File: config.mk
export PLATFORM = sky130hd
export DESIGN_NAME = id_read_top
export DESIGN_NICKNAME = d
export VERILOG_FILES = /design/src/rtl/id_pkg.sv /design/src/rtl/id_strap_sampler.sv /design/src/rtl/id_field_filter.sv /design/src/rtl/id_axil_regs.sv /design/src/rtl/id_read_top.sv
export SDC_FILE = /design/constraint.sdc
export NUM_CORES = 1
export LEC_CHECK = 0
export BUFFER_PORTS_ARGS = -buffer_cell sky130_fd_sc_hd__buf_2
export CELL_PAD_IN_SITES_DETAIL_PLACEMENT = 1
export CELL_PAD_IN_SITES_GLOBAL_PLACEMENT = 1
export CORE_MARGIN = 10
export CORE_UTILIZATION = 30
export CTS_CLUSTER_DIAMETER = 80
export CTS_CLUSTER_SIZE = 8
export DETAILED_ROUTE_END_ITERATION = 16
export GPL_ROUTABILITY_DRIVEN = 0
export PLACE_DENSITY_LB_ADDON = 0.2
export RECOVER_POWER = 100
export SYNTH_ARGS = -nofsm -noshare
export SYNTH_HDL_FRONTEND = slang
export SYNTH_SLANG_ARGS = --single-unit
File: constraint.sdc
create_clock -name clk -period 2 [get_ports clk]
set_input_delay 0.2 -clock clk [delete_from_list [all_inputs] [get_ports clk]]
set_output_delay 0.2 -clock clk [all_outputs]
set_load 0.02 [all_outputs]
File: src/rtl/id_pkg.sv
`default_nettype none

package id_pkg;

    ////////////////////////////////////////////////////////////
    // Field layout of the backplane straps
    ////////////////////////////////////////////////////////////

    localparam int NUM_FIELDS    = 3;
    localparam int FIELD_STATION = 0;
    localparam int FIELD_RACK    = 1;
    localparam int FIELD_SLOT    = 2;

    // Pin count per field, parity pin on top
    localparam int FIELD_RAW_W [NUM_FIELDS] = '{8, 4, 5};
    localparam int MAX_RAW_W = 8;

    // One zero padded slot per field
    typedef logic [NUM_FIELDS-1:0][MAX_RAW_W-1:0] id_snap_t;

    // Outcome of one field filter
    typedef struct packed {
        logic                 done;
        logic                 err;
        logic [MAX_RAW_W-1:0] value;
    } id_result_t;

    ////////////////////////////////////////////////////////////
    // AXI4-Lite host port
    ////////////////////////////////////////////////////////////

    // Master to slave
    typedef struct packed {
        logic        awvalid;
        logic [7:0]  awaddr;
        logic        wvalid;
        logic [31:0] wdata;
        logic        bready;
        logic        arvalid;
        logic [7:0]  araddr;
        logic        rready;
    } axil_req_t;

    // Slave to master
    typedef struct packed {
        logic        awready;
        logic        wready;
        logic        bvalid;
        logic [1:0]  bresp;
        logic        arready;
        logic        rvalid;
        logic [31:0] rdata;
        logic [1:0]  rresp;
    } axil_rsp_t;

    // Register map
    localparam logic [7:0] REG_STATUS = 8'h00;
    localparam logic [7:0] REG_ID     = 8'h04;
    localparam logic [7:0] REG_CTRL   = 8'h08;

    localparam logic [1:0] RESP_OKAY   = 2'b00;
    localparam logic [1:0] RESP_SLVERR = 2'b10;

endpackage

`default_nettype wire

File: src/rtl/id_strap_sampler.sv
`timescale 1ns/100ps
`default_nettype none

module id_strap_sampler #(
    parameter int SAMPLE_DIV = 4
) (
    input  logic                                                  clk,
    input  logic                                                  rst_n,
    input  logic [id_pkg::FIELD_RAW_W[id_pkg::FIELD_STATION]-1:0] i_station,
    input  logic [id_pkg::FIELD_RAW_W[id_pkg::FIELD_RACK]-1:0]    i_rack,
    input  logic [id_pkg::FIELD_RAW_W[id_pkg::FIELD_SLOT]-1:0]    i_slot,
    output id_pkg::id_snap_t                                      o_snap,
    output logic                                                  o_sample
);

    localparam int STN_W = id_pkg::FIELD_RAW_W[id_pkg::FIELD_STATION];
    localparam int RCK_W = id_pkg::FIELD_RAW_W[id_pkg::FIELD_RACK];
    localparam int SLT_W = id_pkg::FIELD_RAW_W[id_pkg::FIELD_SLOT];
    localparam int PIN_W = STN_W + RCK_W + SLT_W;
    // At least one bit so SAMPLE_DIV of 1 still builds
    localparam int DIV_W = (SAMPLE_DIV > 1) ? $clog2(SAMPLE_DIV) : 1;

    logic [PIN_W-1:0]  pins_q1;
    logic [PIN_W-1:0]  pins_q2;
    logic [DIV_W-1:0]  div_q;
    logic              div_wrap;
    id_pkg::id_snap_t  snap_d;
    id_pkg::id_snap_t  snap_q;
    logic              sample_q;

    ////////////////////////////////////////////////////////////
    // Two flop synchronizer
    ////////////////////////////////////////////////////////////

    // Straps are static, all bits cross together
    always_ff @(posedge clk)
    begin
        pins_q1 <= {i_station, i_rack, i_slot};
        pins_q2 <= pins_q1;
    end

    ////////////////////////////////////////////////////////////
    // Sample prescaler
    ////////////////////////////////////////////////////////////

    assign div_wrap = (div_q == DIV_W'(SAMPLE_DIV - 1));

    // First strobe lands SAMPLE_DIV clocks out of reset
    always_ff @(posedge clk or negedge rst_n)
    begin
        if (!rst_n)
        begin
            div_q    <= '0;
            sample_q <= 1'b0;
        end
        else
        begin
            sample_q <= div_wrap;
            if (div_wrap)
                div_q <= '0;
            else
                div_q <= div_q + 1'b1;
        end
    end

    // Unpack synchronized pins into padded slots
    always_comb
    begin
        snap_d = '0;
        snap_d[id_pkg::FIELD_STATION][STN_W-1:0] = pins_q2[PIN_W-1 -: STN_W];
        snap_d[id_pkg::FIELD_RACK][RCK_W-1:0]    = pins_q2[SLT_W +: RCK_W];
        snap_d[id_pkg::FIELD_SLOT][SLT_W-1:0]    = pins_q2[SLT_W-1:0];
    end

    // Snapshot updates on the same edge that raises the strobe
    always_ff @(posedge clk)
    begin
        if (div_wrap)
            snap_q <= snap_d;
    end

    assign o_snap   = snap_q;
    assign o_sample = sample_q;

endmodule

`default_nettype wire

File: src/rtl/id_field_filter.sv
`timescale 1ns/100ps
`default_nettype none

module id_field_filter #(
    parameter int WIDTH           = 8,
    parameter int STABLE_COUNT    = 3,
    parameter int TIMEOUT_SAMPLES = 20,
    parameter bit PARITY_CHECK    = 1'b1
) (
    input  logic                         clk,
    input  logic                         rst_n,
    input  logic [id_pkg::MAX_RAW_W-1:0] i_raw,
    input  logic                         i_sample,
    input  logic                         i_restart,
    output id_pkg::id_result_t           o_result
);

    localparam int SAMP_W = $clog2(TIMEOUT_SAMPLES + 1);
    localparam int STAB_W = $clog2(STABLE_COUNT + 1);

    logic [WIDTH-1:0]             ref_q;
    logic [STAB_W-1:0]            stable_q;
    logic [SAMP_W-1:0]            samp_q;
    logic                         done_q;
    logic                         err_q;
    logic [id_pkg::MAX_RAW_W-1:0] value_q;

    logic [WIDTH-1:0]             field;
    logic                         first;
    logic                         active;
    logic                         match;
    logic [STAB_W-1:0]            stable_nxt;
    logic [SAMP_W-1:0]            samp_nxt;
    logic                         hit_stable;
    logic                         hit_timeout;
    logic                         finish;
    logic                         parity_bad;
    logic                         err_nxt;
    logic [id_pkg::MAX_RAW_W-1:0] value_nxt;

    ////////////////////////////////////////////////////////////
    // Next state of the counters
    ////////////////////////////////////////////////////////////

    assign field  = i_raw[WIDTH-1:0];
    // Sample count of zero means no reference yet
    assign first  = (samp_q == '0);
    assign active = !first && !done_q;
    assign match  = (field == ref_q);

    assign stable_nxt  = match ? stable_q + 1'b1 : '0;
    assign samp_nxt    = samp_q + 1'b1;
    assign hit_stable  = (stable_nxt == STAB_W'(STABLE_COUNT));
    assign hit_timeout = (samp_nxt == SAMP_W'(TIMEOUT_SAMPLES));
    assign finish      = i_sample && active && !i_restart && (hit_stable || hit_timeout);

    // Even parity over the whole field including the parity pin
    assign parity_bad = PARITY_CHECK && (^field);
    // Stable wins when both limits meet on one sample
    assign err_nxt    = !hit_stable || parity_bad;

    always_comb
    begin
        value_nxt = '0;
        if (!err_nxt)
            value_nxt[WIDTH-1:0] = ref_q;
    end

    ////////////////////////////////////////////////////////////
    // Control state
    ////////////////////////////////////////////////////////////

    always_ff @(posedge clk or negedge rst_n)
    begin
        if (!rst_n)
        begin
            samp_q   <= '0;
            stable_q <= '0;
            done_q   <= 1'b0;
            err_q    <= 1'b0;
        end
        else if (i_restart)
        begin
            samp_q   <= '0;
            stable_q <= '0;
            done_q   <= 1'b0;
            err_q    <= 1'b0;
        end
        else if (i_sample && !done_q)
        begin
            if (first)
            begin
                samp_q   <= SAMP_W'(1);
                stable_q <= '0;
            end
            else
            begin
                samp_q   <= samp_nxt;
                stable_q <= stable_nxt;
                if (finish)
                begin
                    done_q <= 1'b1;
                    err_q  <= err_nxt;
                end
            end
        end
    end

    // Reference reloads on the first sample and on every mismatch
    always_ff @(posedge clk)
    begin
        if (i_sample && !done_q && !i_restart && (first || !match))
            ref_q <= field;
        if (finish)
            value_q <= value_nxt;
    end

    assign o_result.done  = done_q;
    assign o_result.err   = err_q;
    assign o_result.value = value_q;

    // Timeout must stop the sample counter
    a_samp_bound: assert property (@(posedge clk) disable iff (!rst_n)
        samp_q <= SAMP_W'(TIMEOUT_SAMPLES));

    // Only the register block may take done away
    a_done_hold: assert property (@(posedge clk) disable iff (!rst_n)
        $fell(done_q) |-> $past(i_restart));

endmodule

`default_nettype wire

File: src/rtl/id_axil_regs.sv
`timescale 1ns/100ps
`default_nettype none

module id_axil_regs (
    input  logic                                           clk,
    input  logic                                           rst_n,
    input  id_pkg::id_result_t [id_pkg::NUM_FIELDS-1:0]    i_results,
    input  id_pkg::axil_req_t                              i_axil,
    output id_pkg::axil_rsp_t                              o_axil,
    output logic                                           o_restart
);

    // ID bits per field without the parity pin
    localparam int STN_W = id_pkg::FIELD_RAW_W[id_pkg::FIELD_STATION] - 1;
    localparam int RCK_W = id_pkg::FIELD_RAW_W[id_pkg::FIELD_RACK] - 1;
    localparam int SLT_W = id_pkg::FIELD_RAW_W[id_pkg::FIELD_SLOT] - 1;

    logic                          wr_rdy_q;
    logic                          bvalid_q;
    logic [1:0]                    bresp_q;
    logic                          ar_rdy_q;
    logic                          rvalid_q;
    logic [31:0]                   rdata_q;
    logic [1:0]                    rresp_q;

    logic                          wr_fire;
    logic                          rd_fire;
    logic [id_pkg::NUM_FIELDS-1:0] field_done;
    logic [id_pkg::NUM_FIELDS-1:0] field_err;
    logic                          all_done;
    logic                          any_err;
    logic                          id_ok;
    logic [31:0]                   status_word;
    logic [31:0]                   id_word;
    logic [31:0]                   rd_word;
    logic [1:0]                    rd_resp;
    logic [1:0]                    wr_resp;

    ////////////////////////////////////////////////////////////
    // Register contents
    ////////////////////////////////////////////////////////////

    always_comb
    begin
        for (int k = 0; k < id_pkg::NUM_FIELDS; k++)
        begin
            field_done[k] = i_results[k].done;
            field_err[k]  = i_results[k].err;
        end
    end

    assign all_done = &field_done;
    assign any_err  = |field_err;
    assign id_ok    = all_done && !any_err;

    always_comb
    begin
        status_word = '0;
        status_word[0] = all_done;
        status_word[1] = all_done && any_err;
        status_word[4 +: id_pkg::NUM_FIELDS] = field_err;
    end

    // Station at 0, rack at 8, slot at 16
    always_comb
    begin
        id_word = '0;
        if (id_ok)
        begin
            id_word[0 +: STN_W]  = i_results[id_pkg::FIELD_STATION].value[STN_W-1:0];
            id_word[8 +: RCK_W]  = i_results[id_pkg::FIELD_RACK].value[RCK_W-1:0];
            id_word[16 +: SLT_W] = i_results[id_pkg::FIELD_SLOT].value[SLT_W-1:0];
        end
    end

    // Read decode, CTRL reads back as zero
    always_comb
    begin
        rd_word = '0;
        rd_resp = id_pkg::RESP_OKAY;
        case (i_axil.araddr)
            id_pkg::REG_STATUS: rd_word = status_word;
            id_pkg::REG_ID:     rd_word = id_word;
            id_pkg::REG_CTRL:   rd_word = '0;
            default:            rd_resp = id_pkg::RESP_SLVERR;
        endcase
    end

    // Writes to read only registers are dropped silently
    always_comb
    begin
        case (i_axil.awaddr)
            id_pkg::REG_STATUS, id_pkg::REG_ID, id_pkg::REG_CTRL:
                wr_resp = id_pkg::RESP_OKAY;
            default:
                wr_resp = id_pkg::RESP_SLVERR;
        endcase
    end

    ////////////////////////////////////////////////////////////
    // Write channel
    ////////////////////////////////////////////////////////////

    assign wr_fire   = wr_rdy_q && i_axil.awvalid && i_axil.wvalid;
    assign o_restart = wr_fire && (i_axil.awaddr == id_pkg::REG_CTRL) && i_axil.wdata[0];

    always_ff @(posedge clk or negedge rst_n)
    begin
        if (!rst_n)
        begin
            wr_rdy_q <= 1'b0;
            bvalid_q <= 1'b0;
        end
        else
        begin
            // One cycle ready once both beats are offered
            wr_rdy_q <= !wr_rdy_q && !bvalid_q && i_axil.awvalid && i_axil.wvalid;
            if (wr_fire)
                bvalid_q <= 1'b1;
            else if (i_axil.bready)
                bvalid_q <= 1'b0;
        end
    end

    always_ff @(posedge clk)
    begin
        if (wr_fire)
            bresp_q <= wr_resp;
    end

    ////////////////////////////////////////////////////////////
    // Read channel
    ////////////////////////////////////////////////////////////

    assign rd_fire = ar_rdy_q && i_axil.arvalid;

    always_ff @(posedge clk or negedge rst_n)
    begin
        if (!rst_n)
        begin
            ar_rdy_q <= 1'b0;
            rvalid_q <= 1'b0;
        end
        else
        begin
            // No new address while a response is pending
            ar_rdy_q <= !ar_rdy_q && !rvalid_q && i_axil.arvalid;
            if (rd_fire)
                rvalid_q <= 1'b1;
            else if (i_axil.rready)
                rvalid_q <= 1'b0;
        end
    end

    always_ff @(posedge clk)
    begin
        if (rd_fire)
        begin
            rdata_q <= rd_word;
            rresp_q <= rd_resp;
        end
    end

    assign o_axil.awready = wr_rdy_q;
    assign o_axil.wready  = wr_rdy_q;
    assign o_axil.bvalid  = bvalid_q;
    assign o_axil.bresp   = bresp_q;
    assign o_axil.arready = ar_rdy_q;
    assign o_axil.rvalid  = rvalid_q;
    assign o_axil.rdata   = rdata_q;
    assign o_axil.rresp   = rresp_q;

    // Responses survive back-pressure
    a_b_hold: assert property (@(posedge clk) disable iff (!rst_n)
        bvalid_q && !i_axil.bready |=> bvalid_q && $stable(bresp_q));

    a_r_hold: assert property (@(posedge clk) disable iff (!rst_n)
        rvalid_q && !i_axil.rready |=> rvalid_q && $stable(rdata_q) && $stable(rresp_q));

endmodule

`default_nettype wire

File: src/rtl/id_read_top.sv
`timescale 1ns/100ps
`default_nettype none

module id_read_top #(
    parameter int SAMPLE_DIV      = 4,
    parameter int STABLE_COUNT    = 3,
    parameter int TIMEOUT_SAMPLES = 20,
    parameter bit PARITY_CHECK    = 1'b1
) (
    input  logic                                                  clk,
    input  logic                                                  rst_n,
    input  logic [id_pkg::FIELD_RAW_W[id_pkg::FIELD_STATION]-1:0] i_station,
    input  logic [id_pkg::FIELD_RAW_W[id_pkg::FIELD_RACK]-1:0]    i_rack,
    input  logic [id_pkg::FIELD_RAW_W[id_pkg::FIELD_SLOT]-1:0]    i_slot,
    input  id_pkg::axil_req_t                                     i_axil,
    output id_pkg::axil_rsp_t                                     o_axil
);

    id_pkg::id_snap_t                                snap;
    logic                                            sample;
    logic                                            restart;
    id_pkg::id_result_t [id_pkg::NUM_FIELDS-1:0]     results;

    // Pin synchronizer and sample strobe
    id_strap_sampler #(
        .SAMPLE_DIV (SAMPLE_DIV)
    ) u_sampler (
        .clk       (clk),
        .rst_n     (rst_n),
        .i_station (i_station),
        .i_rack    (i_rack),
        .i_slot    (i_slot),
        .o_snap    (snap),
        .o_sample  (sample)
    );

    ////////////////////////////////////////////////////////////
    // One filter per strap field
    ////////////////////////////////////////////////////////////

    for (genvar k = 0; k < id_pkg::NUM_FIELDS; k++)
    begin : g_field
        id_field_filter #(
            .WIDTH           (id_pkg::FIELD_RAW_W[k]),
            .STABLE_COUNT    (STABLE_COUNT),
            .TIMEOUT_SAMPLES (TIMEOUT_SAMPLES),
            .PARITY_CHECK    (PARITY_CHECK)
        ) u_filter (
            .clk       (clk),
            .rst_n     (rst_n),
            .i_raw     (snap[k]),
            .i_sample  (sample),
            .i_restart (restart),
            .o_result  (results[k])
        );
    end

    // Host registers and restart source
    id_axil_regs u_regs (
        .clk       (clk),
        .rst_n     (rst_n),
        .i_results (results),
        .i_axil    (i_axil),
        .o_axil    (o_axil),
        .o_restart (restart)
    );

endmodule

`default_nettype wire

After elaboration in Yosys (flattened, before gate mapping)

Index checks and enable logic that the tools add are counted.

Bits in latches: 0
Logic and storage cells: 195
Output and inout port bits: 41
RAM bits: 0
Input bits: 72
Memories: 0
Register bits after elaboration: 152
Bits in read-only memories: 0

Multiply operators: 0
Bitwise operators: 0
Reductions and logical operators: 83
$lt $le $gt $ge: 0
Equal/unequal tests: 17
Divide/modulo/power cells: 0
Shifts and indexed selects: 0
Muxes and demuxes: 56
$add $sub $neg: 7

Operators by type and width:

| operator                                            | number |
|---|---|
| two-way mux 5 bit                                   | 9 |
| case mux 20 bit (2 select lines)                    | 1 |
| logical AND 1 bit                                   | 33 |
| two-way mux 2 bit                                   | 15 |
| two-way mux 1 bit                                   | 28 |
| zero test 1 bit                                     | 18 |
| equality test 8 x 3 -> 1 bit, second input constant | 2 |
| equality test 8 x 4 -> 1 bit, second input constant | 2 |
| zero test 8 bit                                     | 2 |
| nonzero test 2 bit                                  | 8 |
| adder 5 x 1 -> 5 bit, second input constant         | 3 |
| equality test 5 bit, second input constant          | 3 |
| zero test 5 bit                                     | 3 |
| AND reduction 3 bit                                 | 4 |
| logical OR 1 bit                                    | 9 |
| OR reduction 3 bit                                  | 3 |
| adder 2 x 1 -> 2 bit, second input constant         | 4 |
| equality test 2 bit, second input constant          | 4 |
| equality test 8 bit                                 | 1 |
| parity 8 bit                                        | 1 |
| two-way mux 7 bit                                   | 1 |
| != test 2 x 1 -> 1 bit, second input constant       | 3 |
| equality test 5 bit                                 | 1 |
| parity 5 bit                                        | 1 |
| other kinds (4)                                     | 4 |

Longest topological paths before layout

Depth after elaboration: 11
Gate-level depth with buffers: 7
Mapped depth without buffers: 7

Hierarchy

Synthesis repeated with hierarchy kept, for this count alone.

Cell total of the unflattened synthesis: 428
Area total of the unflattened synthesis: 5667.9 um2

Modules (own cells, without submodules):

| module                                 | cells each | instances | area an instance (um2) | seq. area each (um2) |
|---|---|---|---|---|
| id_strap_sampler                       | 65         | 1         | 1351.3                 | 1266.2 |
| id_field_filter at g_field[0].u_filter | 99         | 1         | 1275.0                 | 705.7 |
| id_axil_regs                           | 97         | 1         | 1118.6                 | 580.6 |
| id_field_filter at g_field[2].u_filter | 85         | 1         | 1026.0                 | 525.5 |
| id_field_filter at g_field[1].u_filter | 82         | 1         | 897.1                  | 465.4 |

Worst setup path after synthesis

Ideal clock, no wire load.

Path type: reg-to-reg
From: reg u_sampler.snap_q, in the netlist u_sampler.o_snap[3]
To: reg g_field[0].u_filter.value_q[0] in the netlist's numbering (enable)
Setup slack: 91 ps
Stages on the path, launching flop included: 5
Arrival: 1535 ps
Period minus slack after synthesis: 1909 ps
Required time: 1627 ps
Buffers on the path: 0
Library setup time: 373 ps
Cell sequence: edfxtp_1 -> xor2_1 -> nor4_4 -> nand4_1 -> a21oi_1

Word-level cells in the longest chain between the ends: 5

Ends and longest elaborated chain:

| what                                 | RTL line               | text |
|---|---|---|
| from (decl)                          | id_strap_sampler.sv:28 | `id_pkg::id_snap_t snap_q;` |
| from (signal assigned)               | id_strap_sampler.sv:79 | `snap_q <= snap_d;` |
| equality test 8 bit                  | id_field_filter.sv:49  | `assign match = (field == ref_q);` |
| two-way mux 2 bit                    | id_field_filter.sv:51  | `assign stable_nxt = match ? stable_q + 1'b1 : '0;` |
| equality test 2 bit                  | id_field_filter.sv:53  | `assign hit_stable = (stable_nxt == STAB_W'(STABLE_COUNT));` |
| logical OR 1 bit                     | id_field_filter.sv:55  | `assign finish = i_sample && active && !i_restart && (hit_stable \|\| hit_timeout);` |
| logical AND 1 bit                    | id_field_filter.sv:55  |  |
| named net g_field[0].u_filter.finish | id_field_filter.sv:36  | `logic finish;` |
| to (signal assigned)                 | id_field_filter.sv:115 | `value_q <= value_nxt;` |
| to (decl)                            | id_field_filter.sv:26  | `logic [id_pkg::MAX_RAW_W-1:0] value_q;` |

The timed path passes the listed nets, and every way through them passes these cells.
A chain may end at the register's enable or synchronous reset.

Worst setup path after layout

From: reg g_field[2].u_filter.samp_q[0]
To: reg g_field[2].u_filter.value_q[3] in the netlist's numbering (enable)

Word-level cells in the longest chain between the ends: 6
Elaborated cells between the ends (all ways): 9
Those cells by class: add/sub: 1; eq/ne: 1; reduce/logical: 7

Ends and longest elaborated chain:

| what                                                         | RTL line               | text |
|---|---|---|
| from (decl)                                                  | id_field_filter.sv:23  | `logic [SAMP_W-1:0] samp_q;` |
| from (signal assigned)                                       | id_field_filter.sv:98  | `samp_q <= samp_nxt;` |
| branches (longest 5 deep; another with adder 5 x 1 -> 5 bit) | -                      |  |
| logical AND 1 bit (*)                                        | id_field_filter.sv:55  |  |
| named net g_field[2].u_filter.finish                         | id_field_filter.sv:36  |  |
| to (signal assigned)                                         | id_field_filter.sv:115 |  |
| to (decl)                                                    | id_field_filter.sv:26  |  |

Mark *: on every way through the listed nets, which the timed path passes.

==> metrics <==
status=completed; Hold Violations, Final=0; H-tree depth=4; GRT Resource Usage Total=9.22%; Worst Path Max Fanout=5; post-CTS setup buffers=0; CTS buffer count=17; WL/cell=13.6 um; Hold Path Class=in -> reg; Slew @ Worst Pin=1.17 ns; nature of the critical path startpoint=flip-flop; # IOs=between 100 and 150; num rows=47; grt ovf=0; total wire length=9.85 mm; Via density=4.21; post-synthesis adder-cell area fraction=1.71%; worst-skew pair later-pin latency=0.41 ns; Critical Path Max Stage Delay=0.43 ns; Static Leak=about 0.0025 uW; Async SR Flop Fraction=25.8%; critical path's slowest cell=dfrtp_1; Main synth FF type=edfxtp_1; first-pass GRT wire length=around 16 mm; post-synthesis mux area share=0.195%; worst vdd ir=between 500 and 600 uV; most frequent CP cell=nor2_1; Total Neg Setup Slack=0 ns; PwrDens=968 mW/mm^2; area added between synthesis and finish=24.9%; simple-gate share of the synthesized area=between 10 and 15%; final core occ=38.4%; fin crit share=93.5%; largest family of logic cells by synthesized area=simple AND/OR/NAND/NOR gates; Detailed Place HPWL=6.95 mm; largest net degree at the start of global routing=35; NumNets Final=570; Avg Cell Area, Syn=13.2 sq um; Synth Area in Compound Gates=4.63%; FF+latch count, synth=132; Seq/Total Area, Yosys=67.3%; Die Ht=151 um; Setup Skew=0.00604 ns; drt first-iter violations=69; DIE AREA=0.0227 sq mm; Synth Instances=just under 400; die width=151 um; Worst EP required=2.17 ns; Final Max Tran Viols=0; worst path bufs/invs=2; CP Data Arrival Time=2.04 ns; Clock Path Buffers=2; Cell Count, Final, Fillers Out=about 720; Ant. Diodes=0; # DRC=0; placed insts=673; Sink Count=approximately 130; post-route setup slack=0.129 ns; RSZ-0062 raised after global routing=false; post-route ant nets=0; Post-Syn Area=0.00513 sq mm; critical path class=reg -> reg; f_max=535 MHz; xor/xnor cell area share of the yosys netlist=6.32%; port bufs=61; distinct cell type count after synthesis=44; Ys Warns=0; total core area=around 0.017 sq mm; vias in the first global route=3,295; Post-synth EDFFs=64; Starting Density=between 30% and 40%; slew margin rel.=a little over a fifth; root buf cell=clkbuf_16; Clock transition at path regs=approximately 0.06 ns; initial antenna violation count=0; Max-cap violations=0; Initial DRT Pass Iterations=4; CP top delay family=simple AND/OR/NAND/NOR gates; CP Capture Type=flip-flop; Min Clock Period, post-route=1.87 ns; CP Cell Sequence=inv_1 > ha_1 > nor4b_2 > nor2_1 > o21ai_0 > nor2_1 > buf_4; pre-CTS setup slack=0.113 ns; DR vias=3,048; share of post-route cells with drive strength above 1=18.1%; CTS tree=yes; # setup viols final=0
cells in the mapped netlist (all sizes together) (2+ instances only):
cell	instances	area share, %
ha	7	1.7
nand4	8	0.98
a211oi	4	0.68
nor2b	6	0.73
buf	28	4.0
nand3	6	0.59
a21oi	13	1.3
dfxtp	34	13
edfxtp	64	37
a21o	4	0.59
nor4b	3	0.76
nor2	27	2.0
nor3	12	1.3
a22o	3	0.51
dfrtp	34	17
nor4	8	1.9
xor2	20	3.4
nand3b	3	0.44
xnor2	17	2.9
nor3b	4	0.68
nand2	25	1.8
o21ai	4	0.39
and2	25	3.0
nand2b	2	0.24
inv	15	1.1
power by group:
group | total [uW] | internal (uW) | leakage (uW) | switching (uW)
logic | 233 | 91.1 | 0.00102 | 142
clock network | 3000 | 1840 | 0.000273 | 1160
registers | 2970 | 2920 | 0.00123 | 49.6
total | 6200 | 4850 | 0.00252 | 1350
final timing paths:
check                                         startpoint                              to  slack, ns  depth (start not counted)
min in group asynchronous                          rst_n                 u_regs.wr_rdy_q       0.45                          2
min reg2reg                         u_sampler.pins_q1[2]            u_sampler.pins_q2[2]       0.33                          0
min                                           i_axil[52]                 u_regs.wr_rdy_q       0.03                          3
max in group asynchronous                          rst_n   g_field[2].u_filter.samp_q[4]       0.99                          2
max reg2reg                g_field[2].u_filter.samp_q[0]  g_field[2].u_filter.value_q[3]       0.13                          7
max                        g_field[2].u_filter.samp_q[0]  g_field[2].u_filter.value_q[3]       0.13                          7
metal layers:
| layer | part of all wire, % | global-route usage [%] | wire length [um] |
|---|---|---|---|
| met2 | 49 | 15.3 | 4860 |
| met1 | 42 | 10.1 | 4170 |
| met3 | 6.6 | 3.87 | 647 |
| met5 | 0 | 0 | 0 |
| met4 | 1.7 | 4.14 | 170 |
kinds of logic after synthesis:
kind of cell | Yosys count
AO/OA/AOI/OAI | 35
buffers and inverters | 44
flip-flops | 132
multiplexers | 1
adder cells (fa/ha/maj) | 7
AND/OR/NAND/NOR | 131
other | 1
XOR/XNOR | 37
layout by cell type (no fill, tap or decap), types with 4 or more instances in the layout:
cell	count
nor4_1	5
and2_0	16
dlygate4sd3_1	19
nor2b_1	6
ha_1	7
a21oi_1	13
xor2_1	20
buf_2	39
dfrtp_1	34
clkbuf_16	17
dfxtp_1	34
edfxtp_1	64
nand4_1	8
o21ai_0	4
nor3_1	12
conb_1	20
clkinvlp_4	4
xnor2_1	17
inv_1	15
clkbuf_2	4
clkbuf_1	25
nand2_1	25
nand3_1	6
nor2_1	26
buf_4	7
a21o_1	4
and2_1	9
flip-flops by register name, summed over array words and instances (netlist names), 2 cells and up:
register,count
g_field.u_filter.ref_q,17
u_sampler.o_snap,17
u_sampler.pins_q1,17
u_sampler.pins_q2,17
g_field.u_filter.samp_q,15
g_field.u_filter.value_q,14
u_regs.rdata_q,14
g_field.u_filter.stable_q,6
g_field.u_filter.done_q,3
g_field.u_filter.err_q,3
u_sampler.div_q,2
metrics by stage:
step | hold slack (ns) | power [uW] | area [sq um]
6_report | 0.0251 | 6200 | 6400
4_1_cts | 0.00735 | 6320 | 6460
3_3_place_gp | 0.302 | 3220 | 5690
5_1_grt | 0.0335 | 6480 | 6400
3_5_place_dp | 0.304 | 3230 | 5690
2_1_floorplan | -0.0956 | 3170 | 5200
final cells by class:
cell class	instances	area (sq um)
clock buffer	18	429
clock inverter	14	153
fill	1805	10300
inverter	15	56.3
multi-input combinational	231	1470
sequential	132	3450
tap	220	275
timing repair buffer	94	568
what timing repair did:
item	4_1_cts	5_1_grt
hold buffers	19	0
hold endpoints to repair	52	0
gates resized for setup	0	2
setup endpoints to repair	0	10
worst register-to-register path, delay by kind of cell, from the launching register on:
family | cells | cell delay [ns]
AO/OA/AOI/OAI | 1 | 0.19
AND/OR/NAND/NOR | 3 | 0.65
adder cells (fa/ha/maj) | 1 | 0.14
buffers and inverters | 2 | 0.24
flip-flops | 1 | 0.43
(Power assumes the default switching activity.)
